--- src/logic/xfer_pkg.sv ---
`default_nettype none

package xfer_pkg;

  // eight registers, which are also the eight crossbar ports
  localparam int num_regs  = 8;
  localparam int reg_idx_w = 3;
  localparam int word_w    = 32;
  localparam int lit_w     = 28;

  // the kind bit is the top bit in both views of a micro word
  localparam logic kind_move = 1'b0;
  localparam logic kind_lit  = 1'b1;

  // a dst_lane bit equal to this picks lane a, the other value picks lane b
  localparam logic lane_a_sel = 1'b1;

  typedef struct packed {
    logic                 kind;
    logic                 dual;
    logic [reg_idx_w-1:0] src_a;
    logic [reg_idx_w-1:0] src_b;
    logic [num_regs-1:0]  dst_en;
    logic [num_regs-1:0]  dst_lane;
    logic [7:0]           reserved;
  } xfer_move_t;

  typedef struct packed {
    logic                 kind;
    logic [reg_idx_w-1:0] dst;
    logic [lit_w-1:0]     value;
  } xfer_lit_t;

  // one 32-bit micro word seen either as a move or as a literal
  typedef union packed {
    xfer_move_t move;
    xfer_lit_t  lit;
  } micro_word_u;

endpackage

`default_nettype wire

--- src/logic/xfer_crossbar.sv ---
`default_nettype none

module xfer_crossbar (
  input  wire                                                  CLK,
  input  wire                                                  arst_n,
  input  wire [xfer_pkg::num_regs-1:0]                         isel_a,
  input  wire [xfer_pkg::num_regs-1:0]                         isel_b,
  input  wire                                                  lit_sel,
  input  wire [xfer_pkg::word_w-1:0]                           lit_value,
  input  wire [xfer_pkg::num_regs-1:0]                         dst_lane,
  input  wire [xfer_pkg::num_regs-1:0][xfer_pkg::word_w-1:0]   regs,
  output logic [xfer_pkg::num_regs-1:0][xfer_pkg::word_w-1:0]  wr_data
);
  import xfer_pkg::*;

  logic [word_w-1:0] src_a;
  logic [word_w-1:0] src_b;
  logic [word_w-1:0] fan_a;
  logic [word_w-1:0] fan_b;

  // AND-OR gather of the sources, a plain mux as long as the selects stay one-hot
  always_comb
  begin
    src_a = '0;
    src_b = '0;
    for (int i = 0; i < num_regs; i++)
    begin
      src_a = src_a | ({word_w{isel_a[i]}} & regs[i]);
      src_b = src_b | ({word_w{isel_b[i]}} & regs[i]);
    end
  end

  // both lanes latch on the same edge, so a swap reads the old values of both registers
  always_ff @(posedge CLK or negedge arst_n)
  begin
    if (!arst_n)
    begin
      fan_a <= '0;
      fan_b <= '0;
    end
    else
    begin
      fan_a <= src_a;
      if (lit_sel)
        fan_b <= lit_value;
      else
        fan_b <= src_b;
    end
  end

  always_comb
  begin
    for (int i = 0; i < num_regs; i++)
    begin
      if (dst_lane[i] == lane_a_sel)
        wr_data[i] = fan_a;
      else
        wr_data[i] = fan_b;
    end
  end

  // the decoder must never hand over more than one source per lane
  assert property (@(posedge CLK) disable iff (!arst_n) $onehot0(isel_a));

  assert property (@(posedge CLK) disable iff (!arst_n) $onehot0(isel_b));

  // lane b carries either a register or the literal, never both in one stage
  assert property (@(posedge CLK) disable iff (!arst_n) !(lit_sel && (|isel_b)));

endmodule

`default_nettype wire

--- src/logic/xfer_decoder.sv ---
`default_nettype none

module xfer_decoder (
  input  wire                           CLK,
  input  wire                           arst_n,
  input  wire                           op_strobe,
  input  wire xfer_pkg::micro_word_u    op_word,
  output logic [xfer_pkg::num_regs-1:0] isel_a,
  output logic [xfer_pkg::num_regs-1:0] isel_b,
  output logic                          lit_sel,
  output logic [xfer_pkg::word_w-1:0]   lit_value,
  output logic [xfer_pkg::num_regs-1:0] dst_en,
  output logic [xfer_pkg::num_regs-1:0] dst_lane
);
  import xfer_pkg::*;

  logic [num_regs-1:0] pend_en;
  logic [num_regs-1:0] pend_lane;
  logic                is_lit;

  function automatic logic [num_regs-1:0] idx_to_onehot(input logic [reg_idx_w-1:0] idx);
    logic [num_regs-1:0] vec;
    vec      = '0;
    vec[idx] = 1'b1;
    return vec;
  endfunction

  assign is_lit = (op_word.move.kind == kind_lit);

  // stage 1 drives the fan lanes, stage 2 holds the destinations until the lanes are loaded
  always_ff @(posedge CLK or negedge arst_n)
  begin
    if (!arst_n)
    begin
      isel_a    <= '0;
      isel_b    <= '0;
      lit_sel   <= 1'b0;
      pend_en   <= '0;
      pend_lane <= '0;
      dst_en    <= '0;
      dst_lane  <= '0;
    end
    else
    begin
      isel_a    <= '0;
      isel_b    <= '0;
      lit_sel   <= 1'b0;
      pend_en   <= '0;
      pend_lane <= '0;
      if (op_strobe)
      begin
        if (is_lit)
        begin
          lit_sel   <= 1'b1;
          pend_en   <= idx_to_onehot(op_word.lit.dst);
          // the literal always travels on lane b
          pend_lane <= {num_regs{~lane_a_sel}};
        end
        else
        begin
          isel_a <= idx_to_onehot(op_word.move.src_a);
          if (op_word.move.dual)
            isel_b <= idx_to_onehot(op_word.move.src_b);
          pend_en   <= op_word.move.dst_en;
          pend_lane <= op_word.move.dst_lane;
        end
      end
      dst_en   <= pend_en;
      dst_lane <= pend_lane;
    end
  end

  always_ff @(posedge CLK)
  begin
    if (op_strobe && is_lit)
      lit_value <= {{(word_w-lit_w){1'b0}}, op_word.lit.value};
  end

  // a single-lane move must land every enabled destination on lane a two edges later
  property single_lane_dst_on_a;
    @(posedge CLK) disable iff (!arst_n)
      (op_strobe && op_word.move.kind == kind_move && !op_word.move.dual)
        |-> ##2 ((dst_en & (dst_lane ^ {num_regs{lane_a_sel}})) == '0);
  endproperty

  assert property (single_lane_dst_on_a);

endmodule

`default_nettype wire

--- src/logic/xfer_regfile.sv ---
`default_nettype none

module xfer_regfile (
  input  wire                                                  CLK,
  input  wire                                                  arst_n,
  input  wire [xfer_pkg::num_regs-1:0]                         dst_en,
  input  wire [xfer_pkg::num_regs-1:0][xfer_pkg::word_w-1:0]   wr_data,
  input  wire                                                  load_strobe,
  input  wire [xfer_pkg::reg_idx_w-1:0]                        load_addr,
  input  wire [xfer_pkg::word_w-1:0]                           load_data,
  input  wire [xfer_pkg::reg_idx_w-1:0]                        rd_addr,
  output logic [xfer_pkg::word_w-1:0]                          rd_data,
  output logic [xfer_pkg::num_regs-1:0][xfer_pkg::word_w-1:0]  regs
);
  import xfer_pkg::*;

  always_ff @(posedge CLK or negedge arst_n)
  begin
    if (!arst_n)
    begin
      regs <= '0;
    end
    else
    begin
      for (int i = 0; i < num_regs; i++)
      begin
        // a crossbar write to the same register beats an external load
        if (dst_en[i])
          regs[i] <= wr_data[i];
        else if (load_strobe && load_addr == reg_idx_w'(i))
          regs[i] <= load_data;
      end
    end
  end

  assign rd_data = regs[rd_addr];

endmodule

`default_nettype wire

--- src/logic/xfer_top.sv ---
`default_nettype none

module xfer_top (
  input  wire                            CLK,
  input  wire                            arst_n,
  input  wire                            op_strobe,
  input  wire xfer_pkg::micro_word_u     op_word,
  input  wire                            load_strobe,
  input  wire [xfer_pkg::reg_idx_w-1:0]  load_addr,
  input  wire [xfer_pkg::word_w-1:0]     load_data,
  input  wire [xfer_pkg::reg_idx_w-1:0]  rd_addr,
  output wire [xfer_pkg::word_w-1:0]     rd_data
);
  import xfer_pkg::*;

  wire [num_regs-1:0]             isel_a;
  wire [num_regs-1:0]             isel_b;
  wire                            lit_sel;
  wire [word_w-1:0]               lit_value;
  wire [num_regs-1:0]             dst_en;
  wire [num_regs-1:0]             dst_lane;
  wire [num_regs-1:0][word_w-1:0] wr_data;
  wire [num_regs-1:0][word_w-1:0] regs;

  xfer_decoder u_decoder (
    .CLK       (CLK),
    .arst_n    (arst_n),
    .op_strobe (op_strobe),
    .op_word   (op_word),
    .isel_a    (isel_a),
    .isel_b    (isel_b),
    .lit_sel   (lit_sel),
    .lit_value (lit_value),
    .dst_en    (dst_en),
    .dst_lane  (dst_lane)
  );

  // the register values feed back as crossbar sources
  xfer_crossbar u_crossbar (
    .CLK       (CLK),
    .arst_n    (arst_n),
    .isel_a    (isel_a),
    .isel_b    (isel_b),
    .lit_sel   (lit_sel),
    .lit_value (lit_value),
    .dst_lane  (dst_lane),
    .regs      (regs),
    .wr_data   (wr_data)
  );

  xfer_regfile u_regfile (
    .CLK         (CLK),
    .arst_n      (arst_n),
    .dst_en      (dst_en),
    .wr_data     (wr_data),
    .load_strobe (load_strobe),
    .load_addr   (load_addr),
    .load_data   (load_data),
    .rd_addr     (rd_addr),
    .rd_data     (rd_data),
    .regs        (regs)
  );

endmodule

`default_nettype wire

--- config.mk ---
export PLATFORM = sky130hd
export DESIGN_NAME = xfer_top
export DESIGN_NICKNAME = d
export VERILOG_FILES = /design/src/logic/xfer_pkg.sv /design/src/logic/xfer_crossbar.sv /design/src/logic/xfer_decoder.sv /design/src/logic/xfer_regfile.sv /design/src/logic/xfer_top.sv
export SDC_FILE = /design/constraint.sdc
export NUM_CORES = 1
export LEC_CHECK = 0
export BUFFER_PORTS_ARGS = -buffer_cell sky130_fd_sc_hd__buf_2
export CORE_UTILIZATION = 35
export DETAILED_ROUTE_END_ITERATION = 16
export GPL_TIMING_DRIVEN = 1
export MAX_ROUTING_LAYER = met4
export SYNTH_ARGS = -nofsm -noshare
export SYNTH_HDL_FRONTEND = slang
export SYNTH_SLANG_ARGS = --single-unit
--- constraint.sdc ---
create_clock -name CLK -period 1.6 [get_ports CLK]
set_input_delay 0.24 -clock CLK [delete_from_list [all_inputs] [get_ports CLK]]
set_output_delay 0.24 -clock CLK [all_outputs]
set_load 0.005 [all_outputs]
==> impl_metrics.env <==
export IMPL_required_ns=1.36
export IMPL_stdcell_area_um2=30400
export IMPL_dp_cells=3234
export IMPL_finalHoldViolations=0
export IMPL_fp_row_count=95
export IMPL_arrival_ns=1.94
export IMPL_vias=21400
export IMPL_crit_type="reg2out"
export IMPL_post_drt_wl_per_cell_um=28.7
export IMPL_crit_path_top_delay_cell="mux4_2"
export IMPL_violations="negative setup slack"
export IMPL_syn_instance_count=2223
export IMPL_ys_ff_latch=397
export IMPL_cts_clk_slew_worst_paths_ns=0.07
export IMPL_start_util_pct=35.6
export IMPL_drc=0
export IMPL_rsz0062_at_grt="true"
export IMPL_dieArea_um2=69600
export IMPL_dieHeight_um=264
export IMPL_period_share_pct=136
export IMPL_grt_max_degree=69
export IMPL_worst_slack_ns=-0.582
export IMPL_finClkSkew_ns=0.0285
export IMPL_synthArstFlopShare_pct=92.9
export IMPL_finalNetCount=2602
export IMPL_synth_area_leaders="dfrtp_1 (38%), mux2_2 (13%), mux2i_1 (11%)"
export IMPL_path_delay_family="multiplexers"
export IMPL_routed_wl_um=98800
export IMPL_clockBufferDepth=3
export IMPL_synthDistinctLibCells=36
export IMPL_core_region_area_um2=67500
export IMPL_power_w=0.0345
export IMPL_ys_flop_type="dfrtp_1"
export IMPL_min_path_type="in2reg"
export IMPL_max_freq_ghz=0.458
export IMPL_io_buffers=105
export IMPL_seqCellArea_um2=10100
export IMPL_drt_first_pass_iters=8
export IMPL_p_leak_nw=12.4
export IMPL_maxSlewHeadroom_pct=61.8
export IMPL_cts_num_sinks=397
export IMPL_via_per_inst=6.21
export IMPL_yosys_area_top_type="dfrtp_1"
export IMPL_synth_area_um2=24000
export IMPL_slowest_delay_ns=0.49
export IMPL_path_max_fanout=4
export IMPL_worstMarginPinSlew_ns=0.573
export IMPL_placed_cell_area_um2=27700
export IMPL_ir_drop_mv=0.707
export IMPL_yosysMostFrequentCell="dfrtp_1"
export IMPL_synth_edf_count=28
export IMPL_syn_avg_cell_area_um2=10.8
export IMPL_end_kind="primary output"
export IMPL_setup_viol=32
export IMPL_multiInputGateArea_um2=12600
export IMPL_area_growth_pct=26.5
export IMPL_hpwl_um=61000
export IMPL_cts_inserted_buffers=45
export IMPL_fp_dieW_um=264
export IMPL_ant_nets=0
export IMPL_synth_top_area_share_pct=38.5
export IMPL_overflow=0
export IMPL_path_cells="mux4_2 > mux2_4 > buf_6"
export IMPL_period_minus_slack_ns=2.18
export IMPL_powerDensity_nw_per_um2=1140
export IMPL_place_gp_congestion=0.917
export IMPL_cts_root_buf="clkbuf_16"
export IMPL_antenna_found_initial=10
export IMPL_instances_no_fill=3448
export IMPL_grt_pass1_wl_um=143000
export IMPL_clock_latency_ns=0.61
export IMPL_seq_area_frac_synth_pct=42.0
export IMPL_grt_usage_pct=28.6
export IMPL_cts_max_level=2
export IMPL_cp_num_buf_inv=1
export IMPL_preCtsSetupSlack_ns=-0.338
export IMPL_critPathLaunchType="register"
export IMPL_drv_slew=0
export IMPL_drive_above_1_share_pct=37.2
export IMPL_fillCellCount=6224
export IMPL_synth_top_cells_by_count="dfrtp_1 (369), mux2_2 (267), nor2_1 (266)"
export IMPL_hold_ws_ns=0.0734
export IMPL_status="finished, violations left"
export IMPL_first_global_vias=21400
export IMPL_tritoncts="yes"
export IMPL_syn_nets=2297
export IMPL_maxCapViolCount=0
export IMPL_ys_warn_count=0
export IMPL_ios=106
export IMPL_drt_iter0_drc=2767
final timing paths:
check	cells past startpoint	slack, ns	startpoint	endpoint
max	3	-0.58	u_regfile.regs[104]	rd_data[8]
min	3	0.07	op_word[30]	u_decoder.isel_b[7]
max reg2reg	4	0.07	u_decoder.isel_b[1]	u_crossbar.fan_b[14]
min reg2reg	0	0.35	u_decoder.pend_lane[0]	u_decoder.dst_lane[0]
max in group asynchronous	4	0.74	arst_n	u_regfile.regs[49]
min in group asynchronous	2	0.12	arst_n	u_regfile.regs[31]
state kept, by name, indices dropped and copies added (netlist names):
name,cells
u_decoder.pend_lane,8
u_regfile.regs,256
u_decoder.lit_sel,1
u_decoder.dst_en,8
u_decoder.dst_lane,8
u_decoder.lit_value,28
u_crossbar.fan_b,32
u_decoder.pend_en,8
u_crossbar.fan_a,32
u_decoder.isel_b,8
u_decoder.isel_a,8
stage by stage:
| step | TNS, ns | util [%] |
|---|---|---|
| 2_1_floorplan | 0 | - |
| 3_3_place_gp | -8.26 | 41.0 |
| 3_5_place_dp | -8.68 | 41.0 |
| 4_1_cts | -16.92 | 44.7 |
| 5_1_grt | -17.47 | 45.0 |
| 6_report | -16.33 | 45.0 |
power by group:
group          switching [W]  total, W  internal [W]  leakage, nW
sequential           0.00149    0.0134        0.0119         4.80
combinational        0.00442    0.0103       0.00584         6.85
clock                0.00452    0.0109       0.00634        0.742
tightest hold or removal path, stage by stage:
cell,delay [ns]
buf_2,0.16
nand3_1,0.16
nor2_1,0.06
metal layers:
| metal | global-route usage (%) | share of wire (%) | vias to the layer above |
|---|---|---|---|
| li1 | - | - | 8927 |
| met1 | 36.4 | 40 | 10600 |
| met2 | 43.0 | 44 | 1488 |
| met3 | 6.25 | 11 | 402 |
| met4 | 13.7 | 5.4 | 0 |
| met5 | - | 0 | - |
placed cells by master, fill, tap and decap left out, types with 6 or more instances in the layout:
cell / Yosys / final
a211oi_1: 32 / 32
a21o_1: 33 / 32
a21oi_1: 224 / 224
a22oi_1: 256 / 256
and2_1: 17 / 16
buf_12: 1 / 69
buf_2: 45 / 73
buf_4: 9 / 335
buf_6: 6 / 30
clkbuf_1: 167 / 8
clkbuf_16: 0 / 47
clkbuf_8: 0 / 7
clkinv_2: 0 / 8
dfrtp_1: 369 / 351
dfrtp_2: 0 / 17
diode_2: 0 / 10
dlygate4sd3_1: 0 / 34
edfxtp_1: 28 / 28
inv_1: 10 / 10
mux2_2: 267 / 255
mux2_4: 17 / 29
mux2i_1: 256 / 256
mux4_2: 33 / 62
nand2b_1: 6 / 6
nand4_1: 60 / 60
nor2_1: 266 / 266
nor3_1: 6 / 6
o22ai_1: 6 / 6
cell type report:
class | instances | share of cell area [%]
multi-input combinational | 1532 | 41.6
sequential | 397 | 33.3
timing repair buffer | 542 | 16.3
clock buffer | 62 | 4.29
tap | 873 | 3.60
clock inverter | 22 | 0.734
inverter | 10 | 0.124
antenna | 10 | 0.0824
cell families (layout without fill, tap and decap cells):
logic type	after synthesis	count (layout)	share of synthesized area (%)
mux	604	604	30.8
compound gates	564	564	15.4
flops	397	397	42.0
simple gates	364	364	6.65
buf+inv	294	636	5.23
other cells	0	10	0
repair_timing:
item | in CTS | in global routing
resized for setup | 68 | 5
setup endpoints to repair | 32 | 33
buffers inserted | 64 | 22
endpoints found under the hold margin | 264 | 0
hold buffers | 34 | 0
No activity file was read; power rests on OpenSTA's default activity.
